`config.mk`:
```
export PLATFORM = sky130hd
export DESIGN_NAME = instr_decode
export DESIGN_NICKNAME = d
export VERILOG_FILES = /design/src/logic/warp_fe_pkg.sv /design/src/logic/instr_decode.sv
export VERILOG_INCLUDE_DIRS = /design/src /design/src/logic
export SDC_FILE = /design/constraint.sdc
export NUM_CORES = 1
export LEC_CHECK = 0
export BUFFER_PORTS_ARGS = -buffer_cell sky130_fd_sc_hd__buf_2
export CAP_MARGIN = 20
export CELL_PAD_IN_SITES_DETAIL_PLACEMENT = 1
export CELL_PAD_IN_SITES_GLOBAL_PLACEMENT = 2
export CORE_UTILIZATION = 11
export DETAILED_ROUTE_END_ITERATION = 8
export MAX_ROUTING_LAYER = met4
export PLACE_DENSITY = 0.87
export SYNTH_ARGS = -nofsm -noshare
export SYNTH_HDL_FRONTEND = slang
export SYNTH_SLANG_ARGS = --single-unit
```
`constraint.sdc`:
```
create_clock -name vclk -period 0.89
set_input_delay 0.0445 -clock vclk [all_inputs]
set_output_delay 0.0445 -clock vclk [all_outputs]
set_load 0.03 [all_outputs]
```
`src/logic/warp_fe_config.svh`:
```
`ifndef WARP_FE_CONFIG_SVH
`define WARP_FE_CONFIG_SVH

// Warp count and index width
`define WFE_NUM_WARPS 8
`define WFE_WARP_BITS 3

// Word widths
`define WFE_INSTR_BITS 32
`define WFE_PC_BITS 32

// Instruction memory, word addressed
`define WFE_IMEM_WORDS 1024
`define WFE_IMEM_ABITS 10

// Instruction field widths
`define WFE_REG_BITS 5
`define WFE_IMM_BITS 16

`endif

```
`src/logic/warp_fe_pkg.sv`:
```
`include "warp_fe_config.svh"

package warp_fe_pkg;

	// Codes 4'hB..4'hE are unused and decode as NOP
	typedef enum logic [3:0] {
		OP_ADD  = 4'h0,
		OP_SUB  = 4'h1,
		OP_AND  = 4'h2,
		OP_OR   = 4'h3,
		OP_ADDI = 4'h4,
		OP_LD   = 4'h5,
		OP_ST   = 4'h6,
		OP_BEQ  = 4'h7,
		OP_BLT  = 4'h8,
		OP_JMP  = 4'h9,
		OP_EXIT = 4'hA,
		OP_NOP  = 4'hF
	} opcode_t;

	typedef struct packed {
		logic [`WFE_WARP_BITS-1:0]  warp;
		logic [`WFE_PC_BITS-1:0]    pc;
		logic [`WFE_INSTR_BITS-1:0] instr;
	} fetch_slot_t;

	typedef struct packed {
		logic [`WFE_NUM_WARPS-1:0]  warp; // one-hot
		logic [`WFE_PC_BITS-1:0]    pc_plus4;
		logic [`WFE_INSTR_BITS-1:0] instr;
		opcode_t                    opcode;
		logic [`WFE_REG_BITS-1:0]   dst;
		logic [`WFE_REG_BITS-1:0]   src1;
		logic [`WFE_REG_BITS-1:0]   src2;
		logic [`WFE_IMM_BITS-1:0]   imm;
		logic                       src1_valid;
		logic                       src2_valid;
		logic                       imm_valid;
		logic                       reg_write;
		logic                       mem_read;
		logic                       mem_write;
		logic                       is_beq;
		logic                       is_blt;
		logic                       is_jmp;
		logic                       is_exit;
	} decoded_t;

	typedef struct packed {
		logic                    valid;
		logic [`WFE_PC_BITS-1:0] target;
	} redirect_t;

	typedef struct packed {
		logic                      valid;
		logic [`WFE_WARP_BITS-1:0] warp;
		logic [`WFE_PC_BITS-1:0]   pc;
	} launch_t;

endpackage

```
`src/logic/instr_decode.sv`:
```
`timescale 1ns/1ps

`include "warp_fe_config.svh"

module instr_decode (
	input  logic                      in_valid,
	input  warp_fe_pkg::fetch_slot_t  fetched,
	output logic                      out_valid,
	output warp_fe_pkg::decoded_t     decoded,
	output logic [`WFE_NUM_WARPS-1:0] jmp_warp,
	output logic [`WFE_NUM_WARPS-1:0] exit_warp,
	output logic [`WFE_PC_BITS-1:0]   jump_target
);

	import warp_fe_pkg::*;

	opcode_t op;

	always_comb begin
		op = opcode_t'(fetched.instr[31:28]);
		decoded = '0;
		decoded.warp[fetched.warp] = 1'b1;
		decoded.pc_plus4 = fetched.pc + `WFE_PC_BITS'(4);
		decoded.instr    = fetched.instr;
		decoded.opcode   = op;
		decoded.dst      = fetched.instr[27:23];
		decoded.src1     = fetched.instr[22:18];
		decoded.src2     = fetched.instr[17:13];
		decoded.imm      = fetched.instr[15:0]; // overlaps src2
		case (op)
			OP_ADD, OP_SUB, OP_AND, OP_OR: begin
				decoded.reg_write  = 1'b1;
				decoded.src1_valid = 1'b1;
				decoded.src2_valid = 1'b1;
			end
			OP_ADDI: begin
				decoded.reg_write  = 1'b1;
				decoded.src1_valid = 1'b1;
				decoded.imm_valid  = 1'b1;
			end
			OP_LD: begin
				decoded.reg_write  = 1'b1;
				decoded.mem_read   = 1'b1;
				decoded.src1_valid = 1'b1;
				decoded.imm_valid  = 1'b1;
			end
			OP_ST: begin
				decoded.mem_write  = 1'b1;
				decoded.src1_valid = 1'b1;
				decoded.src2_valid = 1'b1;
				decoded.imm_valid  = 1'b1;
			end
			OP_BEQ, OP_BLT: begin
				decoded.src1_valid = 1'b1;
				decoded.src2_valid = 1'b1;
				decoded.imm_valid  = 1'b1;
				decoded.is_beq     = (op == OP_BEQ);
				decoded.is_blt     = (op == OP_BLT);
			end
			OP_JMP: begin
				decoded.imm_valid = 1'b1;
				decoded.is_jmp    = 1'b1;
			end
			OP_EXIT: decoded.is_exit = 1'b1;
			OP_NOP: ;
			default: decoded.opcode = OP_NOP; // unused codes
		endcase
	end

	assign out_valid   = in_valid;
	assign jump_target = {{(`WFE_PC_BITS-18){1'b0}}, fetched.instr[15:0], 2'b00};
	assign jmp_warp    = (in_valid && decoded.is_jmp) ? decoded.warp : '0;
	assign exit_warp   = (in_valid && decoded.is_exit) ? decoded.warp : '0;

endmodule

```
## Word-level counts from Yosys, hierarchy flattened

Index checks and enable logic that the tools add are counted.
Widths: inputs -> output; s select.

| storage, ports and cells | value |
|---|---|
| bits in registers | 0 |
| bits in latches | 0 |
| memory bits (writable) | 0 |
| ROM bits | 0 |
| bits of input ports | 68 |
| output and inout bits | 166 |
| logic and storage cells | 38 |
| memories kept | 0 |

| cells by class | value |
|---|---|
| $add $sub $neg | 1 |
| multipliers | 0 |
| div/mod/pow operators | 0 |
| magnitude comparators | 2 |
| equal/unequal tests | 11 |
| shifts and indexed selects | 0 |
| muxes and demuxes | 14 |
| bitwise gates (word level) | 0 |
| reductions and logical operators | 10 |

Operator list:

| operator | count |
|---|---|
| $add 32x3->32 const B | 1 |
| $eq 4x3->1 const B | 4 |
| $eq 4x4->1 const B | 4 |
| $mux 8 | 2 |
| $reduce_or 12->1 | 1 |
| $reduce_or 6->1 | 2 |
| $mux 1 | 9 |
| $reduce_or 9->1 | 1 |
| $eq 4x2->1 const B | 2 |
| $reduce_or 7->1 | 1 |
| $eq 4x1->1 const B | 1 |
| $logic_not 4->1 | 1 |
| $lt 3x4->1 const B | 1 |
| $mux 4 | 1 |
| $demux 1 s3 | 1 |
| $ge 3x1->1 const B | 1 |
| $logic_and 1x1->1 | 3 |
| $mux 2 | 1 |
| $reduce_or 2->1 | 1 |

## Longest topological paths before layout

| depth | value |
|---|---|
| depth in word-level cells | 5 |
| depth in mapped cells | 5 |
| mapped depth without buffers | 5 |

## Worst setup path after synthesis

OpenSTA, ideal clock, no wires.

| timing path | value |
|---|---|
| path kind | in2out |
| from | input fetched[29] (netlist bit) |
| to | output jmp_warp[7] |
| data arrival time | 1577 ps |
| data required time | 845 ps |
| path slack | -732 ps |
| cell stages on the path | 5 |
| path buffers | 1 |
| path through | clkbuf_1 nand2b_1 nor2_1 nand2_1 nor2_1 |

RTL lines:

| what | RTL line | source |
|---|---|---|
| start, declared | instr_decode.sv:7 | `input warp_fe_pkg::fetch_slot_t fetched,` |
| end, declared | instr_decode.sv:10 | `` output logic [`WFE_NUM_WARPS-1:0] jmp_warp, `` |

==> flow_metrics.py <==
metrics = {
    "die": {
        "die_h_um": 124.2,
        "initial_core_util_pct": 11.29,
        "fp.dieArea_um2": 15420,
        "die_w_um": 124.2,
        "pin_count": 234,
        "core_area_um2": 14530,
        "rows": 44,
    },
    "global_routing": {
        "antenna_found_initial": 0,
        "grt_pass1_wl_mm": 9.315,
        "grt_use_total_pct": 7.714,
        "grt_pass1_vias": 1970,
        "met2_usage_pct": 17.51,
        "grtUsageMet3_pct": 0.6868,
        "grt_max_degree": 9,
        "grt_overflow_total": 0,
        "top_usage_layer": "met2",
        "use_met1_pct": 6.575,
    },
    "routing": {
        "drt_wl_total_mm": 7.328,
        "avgViaCountPerCell": 3.657,
        "drc_errors": 0,
        "ant_nets": 0,
        "drt-pass1-iter-count": 4,
        "drtIter0Drc": 26,
        "num_vias": 1964,
        "wl_per_cell_um": 13.65,
    },
    "power_and_ir_drop": {
        "p_int_uw": 743.0,
        "switching_power_uw": 903.0,
        "switching_share_pct": 54.86,
        "p_per_area_nw_per_um2": 436.9,
        "leakagePower_uw": 0.001693,
        "irDropWorstVdd_uv": 183.4,
        "combPwrFrac_pct": 100.0,
        "sequentialPowerShare_pct": 0,
        "power_frac_clock_pct": 0,
    },
    "hold_path": {
        "hold_class": "input port to output pin",
        "hold_path_depth": 0,
    },
    "outcome": {
        "violations": "negative setup slack",
        "status": "complete, but fails checks",
    },
    "run": {
        "drv_cap": 0,
    },
    "synth": {
        "ys_warn_count": 0,
        "synth_seq_area_share_pct": 0,
        "synthTopCellsByArea": "buf_4 45%, xnor2_1 11%, nor2_1 6.4%",
        "synth_top_area_share_pct": 44.82,
        "yosys.area.top_type": "buf_4",
        "ys_types": 30,
        "netlist_area_um2": 1642,
        "synth_area_per_cell_um2": 6.514,
        "syn-instance-count": 252,
    },
    "layout": {
        "clockBufferCount": 0,
        "final_layout_size_suffix_gt1_share_pct": 79.60,
        "fin_nets": 424,
        "final_cell_mix": "77 x buf_6, 65 x buf_4, 33 x buf_2, 19 x nor2_4, 16 x conb_1",
        "num_antenna_cells": 0,
        "final_common_cell": "buf_6",
        "n_fill_cell": 1673,
        "stdcell_area_um2": 3767,
        "ff_latch_area_um2": 0,
        "area_delta_synth_final_pct": 129.5,
        "design.seq.count": 0,
        "stdcell_count": 537,
    },
    "sta": {
        "finalHoldViolations": 0,
        "fin_ws_ps": -496.1,
        "max_freq_mhz": 721.4,
        "drv_slew": 0,
        "setup_tns_ps": -9233,
        "whs_ps": 89.01,
        "rsz0062_at_grt": "true",
        "fin_crit_sh_pct": 155.7,
        "post-route-min-period_ps": 1386,
        "setup-violations-final": 39,
    },
    "worst_setup_path": {
        "arrival_ps": 1340,
        "path_class": "input port to output pin",
        "crit_required_ps": 850,
        "end_kind": "output pin",
        "crit_path_start_kind": "input port",
        "cp_max_fo": 4,
    },
    "placement": {
        "post_dp_cell_area_um2": 2764,
        "gp_congestion": 0.7840,
        "placedCellCount": 514,
        "dpl.hpwl_mm": 4.914,
        "post-place-ws_ps": -653.3,
        "io_buffer_count": 111,
    },
}
[layout make-up]
| cell class | count | area, um2 | area share (%) |
|---|---|---|---|
| multi-input cells | 151 | 1743 | 46.26 |
| inverters | 13 | 48.80 | 1.295 |
| repair buffers | 189 | 1745 | 46.33 |
| well taps | 184 | 230.2 | 6.111 |
[critical path: stages]
cell     delay, ps
buf_6          100
nand2_8         50
nor4_4         360
buf_4          210
nand4_1        200
xnor2_4        230
buf_6          150
[cell usage after synthesis (all sizes together)]
cell	instances
or3b	2
nand2	19
xor2	7
nand4b	2
o21a	1
buf	99
a21oi	2
conb	1
o21ai	1
ha	1
o31ai	1
clkbuf	4
nand4	13
nor4	3
xnor2	21
nand3	11
and2	2
nor2	28
inv	13
nor3	7
and3	3
or2	1
nand2b	5
nand3b	2
and4	2
a31o	1
[cells by family after synthesis]
family / share of synthesized area, %
xor+xnor: 14.94
other cells: 0.2284
simple gates: 32.32
buf+inv: 49.39
compound gates: 2.363
fa+ha+maj: 0.7621
[layer usage]
metal  up-vias  part of all wire (%)
met5         -                     0
met4         0                   2.4
met3        12                   6.7
met2       131                    59
met1       918                    32
li1        903                     -
[timing repair]
action                     CTS  global route
gates resized for setup    170            58
pin swaps                   46            36
setup endpoints to repair   51            56
gates cloned                 1             0
hold buffers                 0             0
buffers inserted            12            12
[power by group through the flow]
stage | combinational [uW] | sequential, uW | clock (uW)
after floorplan | 1420 | 0 | 0
after global placement | 1230 | 0 | 0
after detailed placement | 1250 | 0 | 0
after CTS | 1510 | 0 | 0
after global routing | 1730 | 0 | 0
final | 1650 | 0 | 0
[metrics by stage]
step | utilization, % | power (uW)
global route | 25.92 | 1726
finish | 25.92 | 1646
CTS | 23.73 | 1507
floorplan | - | 1421
detailed placement | 19.02 | 1254
global placement | 19.02 | 1229
[path summary, 6_finish.rpt]
path         from           end  slack, ps
min   fetched[17]   decoded[30]         90
max   fetched[40]  decoded[104]       -500
No activity file was read; power rests on OpenSTA's default activity.
