<file path="src/logic/warp_fe_config.svh">
`ifndef WARP_FE_CONFIG_SVH
`define WARP_FE_CONFIG_SVH

// Warp count and index width
`define WFE_NUM_WARPS 8
`define WFE_WARP_BITS 3

// Word widths
`define WFE_INSTR_BITS 32
`define WFE_PC_BITS 32

// Instruction memory, word addressed
`define WFE_IMEM_WORDS 1024
`define WFE_IMEM_ABITS 10

// Instruction field widths
`define WFE_REG_BITS 5
`define WFE_IMM_BITS 16

`endif

</file>
<file path="src/logic/warp_fe_pkg.sv">
`include "warp_fe_config.svh"

package warp_fe_pkg;

	// Codes 4'hB..4'hE are unused and decode as NOP
	typedef enum logic [3:0] {
		OP_ADD  = 4'h0,
		OP_SUB  = 4'h1,
		OP_AND  = 4'h2,
		OP_OR   = 4'h3,
		OP_ADDI = 4'h4,
		OP_LD   = 4'h5,
		OP_ST   = 4'h6,
		OP_BEQ  = 4'h7,
		OP_BLT  = 4'h8,
		OP_JMP  = 4'h9,
		OP_EXIT = 4'hA,
		OP_NOP  = 4'hF
	} opcode_t;

	typedef struct packed {
		logic [`WFE_WARP_BITS-1:0]  warp;
		logic [`WFE_PC_BITS-1:0]    pc;
		logic [`WFE_INSTR_BITS-1:0] instr;
	} fetch_slot_t;

	typedef struct packed {
		logic [`WFE_NUM_WARPS-1:0]  warp; // one-hot
		logic [`WFE_PC_BITS-1:0]    pc_plus4;
		logic [`WFE_INSTR_BITS-1:0] instr;
		opcode_t                    opcode;
		logic [`WFE_REG_BITS-1:0]   dst;
		logic [`WFE_REG_BITS-1:0]   src1;
		logic [`WFE_REG_BITS-1:0]   src2;
		logic [`WFE_IMM_BITS-1:0]   imm;
		logic                       src1_valid;
		logic                       src2_valid;
		logic                       imm_valid;
		logic                       reg_write;
		logic                       mem_read;
		logic                       mem_write;
		logic                       is_beq;
		logic                       is_blt;
		logic                       is_jmp;
		logic                       is_exit;
	} decoded_t;

	typedef struct packed {
		logic                    valid;
		logic [`WFE_PC_BITS-1:0] target;
	} redirect_t;

	typedef struct packed {
		logic                      valid;
		logic [`WFE_WARP_BITS-1:0] warp;
		logic [`WFE_PC_BITS-1:0]   pc;
	} launch_t;

endpackage

</file>
<file path="src/logic/warp_pc.sv">
`timescale 1ns/1ps

`include "warp_fe_config.svh"

module warp_pc (
	input  logic                          clk,
	input  logic                          rst_n,
	input  logic                          launch_en,
	input  logic [`WFE_PC_BITS-1:0]       start_pc,
	input  logic                          advance,
	input  logic                          retire,
	input  logic                          jump_en,
	input  logic [`WFE_PC_BITS-1:0]       jump_target,
	input  warp_fe_pkg::redirect_t        redirect,
	output logic                          active,
	output logic                          busy,
	output logic [`WFE_PC_BITS-1:0]       pc
);

	always_ff @(posedge clk or negedge rst_n) begin
		if (!rst_n) begin
			active <= 1'b0;
			busy   <= 1'b0;
			pc     <= '0;
		end else begin
			// In flight for exactly the decode cycle
			busy <= advance;
			if (launch_en) begin
				active <= 1'b1;
				pc     <= start_pc;
			end else if (retire) begin
				active <= 1'b0;
			end else if (jump_en) begin
				pc <= jump_target;
			end else if (redirect.valid) begin
				pc <= redirect.target; // branch outcome from outside
			end else if (advance) begin
				pc <= pc + `WFE_PC_BITS'(4);
			end
		end
	end

	// Arbiter must only pick a running warp with nothing in decode
	a_advance_legal: assert property (
		@(posedge clk) disable iff (!rst_n)
		advance |-> (active && !busy)
	) else $error("warp_pc: advance while busy or inactive");

	// Decode feedback comes one cycle after the grant
	a_feedback_after_grant: assert property (
		@(posedge clk) disable iff (!rst_n)
		(jump_en || retire) |-> $past(advance)
	) else $error("warp_pc: jump or exit without a prior grant");

endmodule

</file>
<file path="config.mk">
export PLATFORM = sky130hd
export DESIGN_NAME = warp_pc
export DESIGN_NICKNAME = d
export VERILOG_FILES = /design/src/logic/warp_fe_pkg.sv /design/src/logic/warp_pc.sv
export VERILOG_INCLUDE_DIRS = /design/src /design/src/logic
export SDC_FILE = /design/constraint.sdc
export NUM_CORES = 1
export LEC_CHECK = 0
export BUFFER_PORTS_ARGS = -buffer_cell sky130_fd_sc_hd__buf_2
export CAP_MARGIN = 40
export CORE_MARGIN = 2
export CORE_UTILIZATION = 27
export CTS_CLUSTER_DIAMETER = 50
export CTS_CLUSTER_SIZE = 40
export DETAILED_ROUTE_END_ITERATION = 6
export GPL_ROUTABILITY_DRIVEN = 0
export GPL_TIMING_DRIVEN = 0
export PLACE_DENSITY = 0.6
export SYNTH_ARGS = -nofsm -noshare
export SYNTH_HDL_FRONTEND = slang
export SYNTH_SLANG_ARGS = --single-unit
</file>
<file path="constraint.sdc">
create_clock -name clk -period 4.8 [get_ports clk]
set_clock_uncertainty 0.1 [all_clocks]
set_input_delay 0.24 -clock clk [delete_from_list [all_inputs] [get_ports clk]]
set_output_delay 0.24 -clock clk [all_outputs]
set_load 0.05 [all_outputs]
</file>
* Word level (Yosys, flattened, before mapping) *
Index checks and enable logic that the tools add are counted.

word-level totals
  bits in registers = 34
  bits of input ports = 103
  output and inout port bits = 34
  word-level logic and storage cells = 15

cells by class
  $add $sub $neg = 1
  eq/ne operators = 1
  muxes and demuxes = 7
  reduce and logical (&&, ||, !) cells = 3

operators by type and width
  cell                     number
  $mux W32                 5
  $add A32 B3 Y32 const B  1
  $reduce_bool A4 Y1       1
  $mux W1                  2
  $ne A2 B2 Y1 const B     1
  $reduce_and A2 Y1        1
  $reduce_bool A2 Y1       1

* Longest topological paths before layout *
  depth in word-level cells = 6
  mapped depth = 8
  gate-level depth less buffers = 6

* Worst setup path before layout *
No wires, ideal clock.

  path type = reg2reg
  start = register pc[4]
  end = register pc[31]
  arrival time = 1971 ps
  required time = 4569 ps
  setup slack = 2598 ps
  stages on the path, launching flop included = 7
  buffers on the path = 1
  period minus slack after synthesis = 2202 ps
  cell sequence = dfrtp_1 > and4_4 > and4_1 > buf_6 > and3_4 > a311oi_1 > or3_1

between the ends
  longest elaborated chain between the ends = 6

RTL lines
  item                    line           text
  from (decl)             warp_pc.sv:17  output logic [`WFE_PC_BITS-1:0] pc
  from (signal assigned)  warp_pc.sv:30  pc <= start_pc;
  from (signal assigned)  warp_pc.sv:34  pc <= jump_target;
  from (signal assigned)  warp_pc.sv:36  pc <= redirect.target;
  $add A32 B3 Y32         warp_pc.sv:38  pc <= pc + `WFE_PC_BITS'(4);
  $mux W32                warp_pc.sv:37  end else if (advance) begin
  $mux W32                warp_pc.sv:35  end else if (redirect.valid) begin
  $mux W32                warp_pc.sv:33  end else if (jump_en) begin
  $mux W32                warp_pc.sv:31  end else if (retire) begin
  $mux W32                warp_pc.sv:28  if (launch_en) begin

No other way between the ends. The select of a mux whose other input is x is not followed.
A chain may end at the register's enable or synchronous reset.

* Worst setup path after layout *
  start = register pc[2]
  end = register pc[20]

The elaborated chain is that of the path after synthesis.

==> summary.md <==
| Metric | Value |
|---|---|
| Routed Antenna Nets | `0` |
| Avg Vias per Cell | `5.631` |
| Reg2reg start | `pc[2]` |
| Sw Share | `44.28%` |
| YS warnings | `0` |
| Crit-path cells | `ha_1, clkbuf_1, nand3_1, nor3_1, o31ai_1, a22o_1` |
| Cell-internal power | `571.9 uW` |
| Synthesized instance count | `363` |
| Overall fraction of global-route tracks in use | `21.53%` |
| Critical Path AT | `2.44 ns` |
| Core ar. | `10280 um^2` |
| Setup CP Type | `reg -> reg` |
| Delay of the slowest critical-path stage | `0.47 ns` |
| Pleak | `0.001650 uW` |
| Post-synth top area cell | `dfrtp_1` |
| Clk buf depth | `2` |
| Register area | `850.8 um^2` |
| Psw | `454.5 uW` |
| FMAX | `428.4 MHz` |
| Syn_area_per_cell | `7.804 um^2` |
| Worst skew pair latency | `0.30 ns` |
| Top delay family on crit path | `simple AND/OR/NAND/NOR gates` |
| Peak VDD IR | `131.4 uV` |
| CP startpoint | `pc[2]` |
| Initial antenna violation count | `0` |
| Worst R2R End | `pc[20]` |
| DIE AREA | `11330 um^2` |
| Number of DRC markers in iteration 0 | `272` |
| Final Cycle Share | `48.64%` |
| Worst r2r path cells | `6` |
| CTS Sinks | `34` |
| Count leader, synth | `nand2_1` |
| Power density cells | `271.3 nW/um^2` |
| Comb power frac | `40.5%` |
| Pins Over Slew Limit | `0` |
| Crit-path slowest cell | `dfrtp_1` |
| Post-synth EDFFs | `0` |
| Required @ worst endpoint | `4.90 ns` |
| Final design instance area without fill | `3784 um^2` |
| DR vias | `3621` |
| Final hold violation count | `0` |
| Clk pin slew, worst setup/hold paths | `0.08 ns` |
| Syn_nets | `467` |
| Num CTS Buffers | `5` |
| Die width | `106.4 um` |
| Critical Path End | `pc[20]` |
| Largest net degree at the start of global routing | `35` |
| Multi-input logic area | `1803 um^2` |
| Fill cells | `1137` |
| Unique masters post-synth | `63` |
| Status | `finished, final reports clean` |
| Top cells by count, synth | `nand2_1 (45), dfrtp_1 (34), a21oi_1 (31), nor2_1 (31), o21ai_0 (23)` |
| Post-DP Area | `3679 um^2` |
| Post-CTS Resized | `0` |
| Syn Std Cell Area | `2833 um^2` |
| Crit-path max FO | `8` |
| CTS tree | `yes` |
| Reg power frac | `36.2%` |
| Final Setup Violations | `0` |
| Worst-Margin Slew | `0.8564 ns` |
| Net count, final | `610` |
| Buf/Inv on CP | `1` |
| Share of layout cells above drive strength 1 | `33.14%` |
| Synth Register Bits | `34` |
| Sequential-to-total area share from yosys stat | `30.04%` |
| Synth top area share | `30.04%` |
| Area growth, synth to finish | `33.57%` |
| Max-cap violations | `0` |
| Post-synth ARST share | `100.0%` |
| Slew HR | `42.91%` |
| Non-filler instance count after layout | `643` |
| CP Depth | `6` |
| Ranking of synthesized cells by area | `dfrtp_1 (30%), nand2_1 (6.0%), a21oi_1 (5.5%)` |
| H-tree depth | `2` |
| Ant. Diodes | `0` |
| Vias in the first global route | `3452` |
| Pre-antenna DRT Iters | `6` |
| Congestion Overflow GR | `0` |
| WL/cell | `19.24 um` |
| Die span in y | `106.4 um` |
| Power share of the clock group | `23.3%` |
| Routed wire length | `12.37 mm` |
| First-pass GRT wire length | `18.66 mm` |
| CTS root buf | `clkbuf_8` |
| Startpoint Class | `flip-flop` |
| Post-route setup TNS | `0 ns` |
| Initial core utilization | `27.56%` |
| Final min period | `2.335 ns` |
| R2R setup slack | `2.47 ns` |
| RSZ-0062 raised after global routing | `false` |
| Critical hold path startpoint | `advance` |
| HPWL reported at the end of detailed placement | `9.468 mm` |
| DRC viols | `0` |
| Io pins | `137` |
| # port buffers | `135` |
| Row count | `37` |
| Top FF cell, synth | `dfrtp_1` |
| Worst setup EP type | `flip-flop` |
| HP Class | `in -> reg` |
| Total placed cells including tap cells | `634` |
-- per-stage QoR --
step                      hold WS [ns]  setup WS [ns]  utilization [%]  power, uW
after detailed placement        0.2974          2.440            35.79      789.3
after floorplan                -0.1556          2.598                -      639.6
final                          0.02559          2.465            36.82       1026
after CTS                      0.02688          2.513            36.82       1025
after global placement          0.2854          2.496            35.79      782.7
after global routing           0.02291          2.396            36.82       1074
-- worst min-delay path by stage --
stage / end / cells past startpoint / slack [ns]
global route: busy / 1 / 0.02
floorplan: active / 0 / -0.16
finish: busy / 1 / 0.03
detailed placement: pc[22] / 1 / 0.30
global placement: pc[31] / 1 / 0.29
CTS: busy / 1 / 0.03
-- kinds of logic after synthesis --
| kind of cell | synth area share [%] |
|---|---|
| adders and majority gates | 0.4416 |
| xor gates and xnor gates | 1.855 |
| AOI/OAI and AO/OA | 34.94 |
| buffers and inverters | 6.316 |
| muxes | 2.120 |
| and+or+nand+nor | 24.29 |
| DFF | 30.04 |
-- flip-flops by register name, indices dropped and copies added, names as in the netlist --
name    flops
busy        1
active      1
pc         32
-- what timing repair did --
action / in CTS / in global routing
hold endpoints to repair: 34 / 0
hold buffers: 1 / 0
setup buffers: 0 / 0
-- metal layers --
metal,wire length [um],track usage (%)
met2,5728,34.57
met3,953,4.108
met1,5366,28.72
met5,0,0
met4,322,7.978
-- worst register-to-register path, cell delays in order, from the launching register on --
cell,delay [ns]
dfrtp_1,0.47
ha_1,0.18
clkbuf_1,0.34
nand3_1,0.30
nor3_1,0.47
o31ai_1,0.13
a22o_1,0.24
-- power groups by stage --
stage                     registers (uW)  clock network, uW  logic [uW]
final                                372                239         415
after floorplan                      489                  0         151
after global routing                 381                251         443
after CTS                            371                240         414
after detailed placement             377                  0         412
after global placement               375                  0         408
-- cell usage in the layout (no fill, tap or decap), types with 11 or more instances in the layout --
master,n
a21oi_1,31
a221oi_1,11
buf_2,143
clkbuf_1,13
dfrtp_1,34
nand2_1,45
nand3_1,14
nor2_1,31
o21ai_0,23
o22ai_1,14
o31ai_1,12
-- area by class of cell --
cell class | instances | area share (%)
plain buffers | 29 | 4.134
clock buffers | 6 | 2.183
clock inverters | 2 | 0.3307
inverters | 6 | 0.5952
multi-input cells | 294 | 47.65
flip-flops and latches | 34 | 22.49
well taps | 136 | 4.497
repair buffers | 136 | 18.12
Power figures use the tool's default switching activity.
