--- src/logic/warp_fe_config.svh ---
`ifndef WARP_FE_CONFIG_SVH
`define WARP_FE_CONFIG_SVH

// Warp count and index width
`define WFE_NUM_WARPS 8
`define WFE_WARP_BITS 3

// Word widths
`define WFE_INSTR_BITS 32
`define WFE_PC_BITS 32

// Instruction memory, word addressed
`define WFE_IMEM_WORDS 1024
`define WFE_IMEM_ABITS 10

// Instruction field widths
`define WFE_REG_BITS 5
`define WFE_IMM_BITS 16

`endif

--- src/logic/dual_grant_arbiter.sv ---
`timescale 1ns/1ps

`include "warp_fe_config.svh"

module dual_grant_arbiter (
	input  logic                      clk,
	input  logic                      rst_n,
	input  logic [`WFE_NUM_WARPS-1:0] eligible,
	output logic [`WFE_NUM_WARPS-1:0] grant0,
	output logic [`WFE_NUM_WARPS-1:0] grant1
);

	localparam int N  = `WFE_NUM_WARPS;
	localparam int WB = `WFE_WARP_BITS;

	logic [WB-1:0]  ptr;
	logic [N-1:0]   rot;
	logic [2*N-1:0] dbl;
	logic [WB-1:0]  off0, off1;
	logic [WB-1:0]  idx0, idx1;
	logic           hit0, hit1;

	always_comb begin
		// Rotate so the pointer warp sits at bit 0
		dbl  = {eligible, eligible} >> ptr;
		rot  = dbl[N-1:0];
		hit0 = 1'b0;
		off0 = '0;
		for (int i = 0; i < N; i++) begin
			if (rot[i] && !hit0) begin
				hit0 = 1'b1;
				off0 = WB'(i);
			end
		end
		hit1 = 1'b0;
		off1 = '0;
		for (int i = 0; i < N; i++) begin
			if (rot[i] && hit0 && !hit1 && (i > int'(off0))) begin
				hit1 = 1'b1;
				off1 = WB'(i);
			end
		end
		idx0 = ptr + off0; // wraps modulo warp count
		idx1 = ptr + off1;
		grant0 = '0;
		grant1 = '0;
		if (hit0) begin
			grant0[idx0] = 1'b1;
		end
		if (hit1) begin
			grant1[idx1] = 1'b1;
		end
	end

	always_ff @(posedge clk or negedge rst_n) begin
		if (!rst_n) begin
			ptr <= '0;
		end else if (hit1) begin
			ptr <= idx1 + WB'(1);
		end else if (hit0) begin
			ptr <= idx0 + WB'(1);
		end
	end

	a_disjoint: assert property (@(posedge clk) disable iff (!rst_n)
		(grant0 & grant1) == '0
	) else $error("arbiter: both slots granted the same warp");

	a_onehot: assert property (@(posedge clk) disable iff (!rst_n)
		$onehot0(grant0) && $onehot0(grant1)
	) else $error("arbiter: grant not one-hot");

	a_slot_order: assert property (@(posedge clk) disable iff (!rst_n)
		(grant1 != '0) |-> (grant0 != '0)
	) else $error("arbiter: slot 1 granted without slot 0");

endmodule

--- config.mk ---
export PLATFORM = sky130hd
export DESIGN_NAME = dual_grant_arbiter
export DESIGN_NICKNAME = d
export VERILOG_FILES = /design/src/logic/dual_grant_arbiter.sv
export VERILOG_INCLUDE_DIRS = /design/src /design/src/logic
export SDC_FILE = /design/constraint.sdc
export NUM_CORES = 1
export LEC_CHECK = 0
export BUFFER_PORTS_ARGS = -buffer_cell sky130_fd_sc_hd__buf_2
export CAP_MARGIN = 15
export CORE_ASPECT_RATIO = 0.8
export CORE_MARGIN = 1.5
export CORE_UTILIZATION = 51
export CTS_BUF_LIST = sky130_fd_sc_hd__clkbuf_4
export DETAILED_ROUTE_END_ITERATION = 10
export MAX_ROUTING_LAYER = met4
export PLACE_DENSITY = 0.8
export SYNTH_ARGS = -nofsm -noshare
export SYNTH_HDL_FRONTEND = slang
export SYNTH_SLANG_ARGS = --single-unit
--- constraint.sdc ---
create_clock -name clk -period 5.85 [get_ports clk]
set_clock_uncertainty 0.1 [all_clocks]
set_input_delay 0.8775 -clock clk [delete_from_list [all_inputs] [get_ports clk]]
set_output_delay 0.8775 -clock clk [all_outputs]
set_load 0.01 [all_outputs]
-- After elaboration in Yosys (flattened, before gate mapping)
Index checks and enable logic that the tools add are counted.
- register bits after elaboration: 3
- output and inout bits: 16
- logic and storage cells: 97
- input port bits: 10
- mux-type cells: 37
- add/sub/neg operators: 4
- reductions and logical operators: 43
- shift-type cells: 1
- $lt $le $gt $ge: 11
- operators by type and width (cell ; count):
    2-to-1 mux 3 bit ; 13
    logical AND 1 bit ; 29
    2-to-1 mux 1 bit ; 19
    2-to-1 mux 8 bit ; 2
    >> shifter 16 x 3 -> 8 bit ; 1
    logical NOT 1 bit ; 13
    > comparator 3 bit (first input constant) ; 4
    less-than comparator 3 x 4 -> 1 bit (second input constant) ; 2
    adder 3 x 1 -> 3 bit (second input constant) ; 2
    adder 3 bit ; 2
    demux 1 bit (select 3 bit) ; 2
    greater-or-equal comparator 3 x 1 -> 1 bit (second input constant) ; 2
    > comparator 2 x 3 -> 1 bit (first input constant) ; 2
    > comparator 1 x 3 -> 1 bit (first input constant) ; 1
    2-to-1 mux 2 bit ; 1
    nonzero test 2 bit ; 1

-- Depth between registers and ports, before layout
- depth in word-level cells: 56
- depth in mapped cells: 21
- mapped depth without buffers: 18

-- Worst setup path before layout
OpenSTA, ideal clock, no wires.
- kind: in2out
- start point: input port eligible[3]
- end point: output port grant1[2]
- path slack: 969 ps
- arrival: 3903 ps
- data required time: 4873 ps
- path buffers: 0
- stages: 14
- cells stage by stage: mux4_2 > mux2i_4 > o211ai_2 > a21bo_4 > o21bai_1 > o32ai_2 > o21a_1 > or3_1 > ha_1 > inv_1 > fa_1 > xnor2_1 > xnor2_2 > nor4_1
- word-level cells in the longest chain between the ends: 56
- elaborated cells on any way between the ends: 84
- classes of those cells: 1 x add/sub; 9 x order compare; 1 x shift; 32 x mux; 41 x reduce/logical
- RTL lines (element ; line ; text):
    from (decl) ; dual_grant_arbiter.sv:8 ; input logic [`WFE_NUM_WARPS-1:0] eligible,
    >> shifter 16 x 3 -> 8 bit (*) ; dual_grant_arbiter.sv:25 ; dbl = {eligible, eligible} >> ptr;
    2-to-1 mux 1 bit ; dual_grant_arbiter.sv:30 ; if (rot[i] && !hit0) begin
    logical NOT 1 bit ; dual_grant_arbiter.sv:30 ;
    logical AND 1 bit ; dual_grant_arbiter.sv:30 ;
    2-to-1 mux 1 bit ; dual_grant_arbiter.sv:30 ;
    logical NOT 1 bit ; dual_grant_arbiter.sv:30 ;
    logical AND 1 bit ; dual_grant_arbiter.sv:30 ;
    2-to-1 mux 1 bit ; dual_grant_arbiter.sv:30 ;
    [... 39 more ...] ; - ;
    logical AND 1 bit (2 in a row) ; dual_grant_arbiter.sv:38 ; if (rot[i] && hit0 && !hit1 && (i > int'(off0))) begin
    2-to-1 mux 3 bit ; dual_grant_arbiter.sv:38 ;
    adder 3 bit ; dual_grant_arbiter.sv:44 ; idx1 = ptr + off1;
    less-than comparator 3 x 4 -> 1 bit (not written as such) / greater-or-equal comparator 3 x 1 -> 1 bit (equally long branches) ; dual_grant_arbiter.sv:51 ; grant1[idx1] = 1'b1;
    logical AND 1 bit (not written as such) ; dual_grant_arbiter.sv:51 ;
    2-to-1 mux 1 bit (not written as such) ; dual_grant_arbiter.sv:51 ;
    demux 1 bit (select 3 bit) ; dual_grant_arbiter.sv:51 ;
    2-to-1 mux 8 bit (*) ; dual_grant_arbiter.sv:50 ; if (hit1) begin
    to (decl) ; dual_grant_arbiter.sv:10 ; output logic [`WFE_NUM_WARPS-1:0] grant1
Every way passes the cells marked *; elsewhere a longest branch is shown, timed or not.

-- Final worst setup path
- start point: input port eligible[3]
- end point: output port grant1[4]
The elaborated chain is that of the path after synthesis.

==> flow_metrics.env <==
export IMPL_cts_root_buffer="sky130_fd_sc_hd__clkbuf_4"
export IMPL_use_met1_pct=36.7
export IMPL_synthesized_area_per_cell_um2=8.72
export IMPL_placement_io_buffers=25
export IMPL_initial_antenna_violation_count=0
export IMPL_totalNegativeSetupSlack_ps=0
export IMPL_1st_pass_router_iterations=4
export IMPL_core_mm2=0.00248
export IMPL_initial_core_util_pct=54.8
export IMPL_clk_insertion_delay_late_ps=240
export IMPL_final_fill_count=231
export IMPL_maximum_number_of_pins_on_one_net_before_global_route_repair=17
export IMPL_synthesis_area_mm2=0.00136
export IMPL_depth_of_the_cts_h_tree=1
export IMPL_synth_lib_cells_used_distinct=46
export IMPL_cp_common_cell="sky130_fd_sc_hd__buf_2"
export IMPL_placementRows=16
export IMPL_die_w_um=60.7
export IMPL_chipHeight_um=49.2
export IMPL_final_setup_violation_count=0
export IMPL_cpLargestDelayFamily="compound AO/OA/AOI/OAI gates"
export IMPL_highest_utilization_routing_layer_at_the_global_route_stage="met1"
export IMPL_postCtsHoldBufs=0
export IMPL_die_area_mm2=0.00299
export IMPL_gpl_final_weighted_congestion=0.841
export IMPL_worst_slew_pin_slew_ps=562
export IMPL_n_antenna_cell=0
export IMPL_dr_first_iter_drc_count=127
export IMPL_commonest_cells_after_routing_fill_and_taps_aside="sky130_fd_sc_hd__buf_2 (25), sky130_fd_sc_hd__nand2_1 (16), sky130_fd_sc_hd__mux2i_1 (15)"
export IMPL_timing_slew_headroom_pct=62.4
export IMPL_largest_reg_flops=3
export IMPL_synth_enable_flop_cells=0
export IMPL_grt_setup_unrepaired="false"
export IMPL_final_layout_size_suffix_gt1_share_pct=34.5
export IMPL_crit_buf_inv=3
export IMPL_tritoncts_num_sinks=3
export IMPL_post_route_cell_area_mm2=0.00151
export IMPL_maxSlewViolCount=0
export IMPL_crit_chain="buf_2 > mux4_2 > mux2i_4 > o211ai_2 > a21bo_4 > o21bai_1 > o32ai_2 > o21a_1 > or3_1 > ha_1 > inv_1 > fa_1 > xnor2_1 > xnor2_2 > nor3b_2 > buf_2"
export IMPL_route_detailed_wl_per_inst_um=15.2
export IMPL_startpoint_type="primary input"
export IMPL_grt_use_met3_pct=3.18
export IMPL_yosysWarnings=0
export IMPL_final_min_period_over_clock_period_pct=93.5
export IMPL_utilization_pct=61.0
export IMPL_max_freq_ghz=0.183
export IMPL_status="finished clean"
export IMPL_post_dp_hpwl_um=2500
export IMPL_required_ps=4870
export IMPL_cts_tree="yes"
export IMPL_worst_path_max_fanout=10
export IMPL_route_final_wire_length_um=3240
export IMPL_placed_cell_area_mm2=0.00148
export IMPL_route_detailed_drc=0
export IMPL_layout_area_overhead_vs_synth_pct=11.3
export IMPL_cts_clk_slew_worst_paths_ps=40
export IMPL_crit_path_top_delay_cell="sky130_fd_sc_hd__mux4_2"
export IMPL_grt_overflow=0
export IMPL_multi_input_area_mm2=0.00120
export IMPL_max_cap_violations=0
export IMPL_timing_final_crit_period_ps=5470
export IMPL_timing_hold_ws_ps=319
export IMPL_worst_setup_path_type="in -> out"
export IMPL_post_synth_inst_count=156
export IMPL_postSynthNetCount=171
export IMPL_largest_register="ptr"
export IMPL_max_stage_delay_on_crit_path_ps=570
export IMPL_synth_async_sr_flop_share_pct=100
export IMPL_grtUsageTotal_pct=25.2
export IMPL_final_hold_viol_count=0
export IMPL_grt_pass1_vias=1210
export IMPL_synth_seq_cells=3
export IMPL_cp_data_arrival_time_ps=4490
export IMPL_wire_length_of_the_first_global_routing_pass_um=5630
export IMPL_largest_registers="ptr (3)"
export IMPL_tritoncts_num_buffers=3
export IMPL_ys_flop_type="sky130_fd_sc_hd__dfrtp_1"
export IMPL_nets=193
export IMPL_synth_yosys_seq_area_share_pct=5.52
export IMPL_seq_area_um2=76.3
export IMPL_grt_met2_usage_pct=35.7
export IMPL_min_delay_path_class="in -> async"
export IMPL_most_common_library_cell_in_the_layout_ignoring_fill_and_taps="sky130_fd_sc_hd__buf_2"
export IMPL_io_pins=26
export IMPL_clock_path_buffers=2
export IMPL_cp_endpoint_kind="output port"
export IMPL_avg_vias_per_cell=6.11
export IMPL_detailroute_via_count=1301
export IMPL_antenna_left=0
-- path summary, 6_finish.rpt --
check,to,startpoint,depth (start not counted),slack (ps)
setup / recovery,grant1[4],eligible[3],16,380
hold / removal,ptr[1],rst_n,1,320
setup reg to reg,ptr[2],ptr[1],17,1120
hold reg to reg,ptr[2],ptr[2],2,710
max in group asynchronous,ptr[2],rst_n,1,5210
min in group clk,ptr[2],ptr[2],2,710
-- metal layers --
layer | part of all wire, % | up-vias
li1 | - | 628
met1 | 46 | 618
met2 | 47 | 51
met3 | 6.0 | 4
met4 | 1.1 | 0
met5 | 0 | -
-- Yosys cell counts, drive strengths merged, types with 2 or more instances --
cell,n,area [um^2]
mux2i,18,209
nand2,16,60.1
nor2,14,52.6
mux2,9,101
buf,8,58.8
mux4,7,161
o21ai,6,30.0
a21oi,5,25.0
and3,5,31.3
nand2b,5,31.3
nor3,5,25.0
inv,4,15.0
nor3b,4,40.0
o211ai,4,35.0
xnor2,4,42.6
clkbuf,3,11.3
dfrtp,3,75.1
ha,3,37.5
nor2b,3,18.8
nor4,3,18.8
o32ai,3,48.8
xor2,3,26.3
a211o,2,17.5
a21o,2,15.0
a22o,2,17.5
fa,2,40.0
o21bai,2,15.0
-- kinds of logic after synthesis --
kind of cell             count (synthesis)  synth area share [%]
AND/OR/NAND/NOR                         59                  22.4
multiplexers                            34                  34.7
AO/OA/AOI/OAI                           33                  20.4
buffers and inverters                   15                  6.25
XOR/XNOR                                 7                  5.06
adder cells (fa/ha/maj)                  5                  5.70
flip-flops                               3                  5.52
-- metrics by stage --
| stage | setup WS (ps) | instances |
|---|---|---|
| after detailed placement | 427 | 209 |
| after CTS | 228 | 213 |
| after global placement | 574 | 209 |
| after global routing | 50.1 | 213 |
| final | 378 | 213 |
| after floorplan | 969 | 156 |
-- layout make-up --
type	count	share of cell area (%)
multi-input cells	138	79.3
repair buffers	28	9.75
flip-flops and latches	3	5.04
well taps	36	2.98
clock buffers	4	1.98
inverters	4	0.992
-- timing repair --
action | in CTS | in global routing
resized for setup | 0 | 1
setup endpoints to repair | 0 | 5
setup buffers | 0 | 0
Power is left out: the tool's default activity adds up to more than one toggle a clock period on the data nets, which glitch-free logic cannot reach.
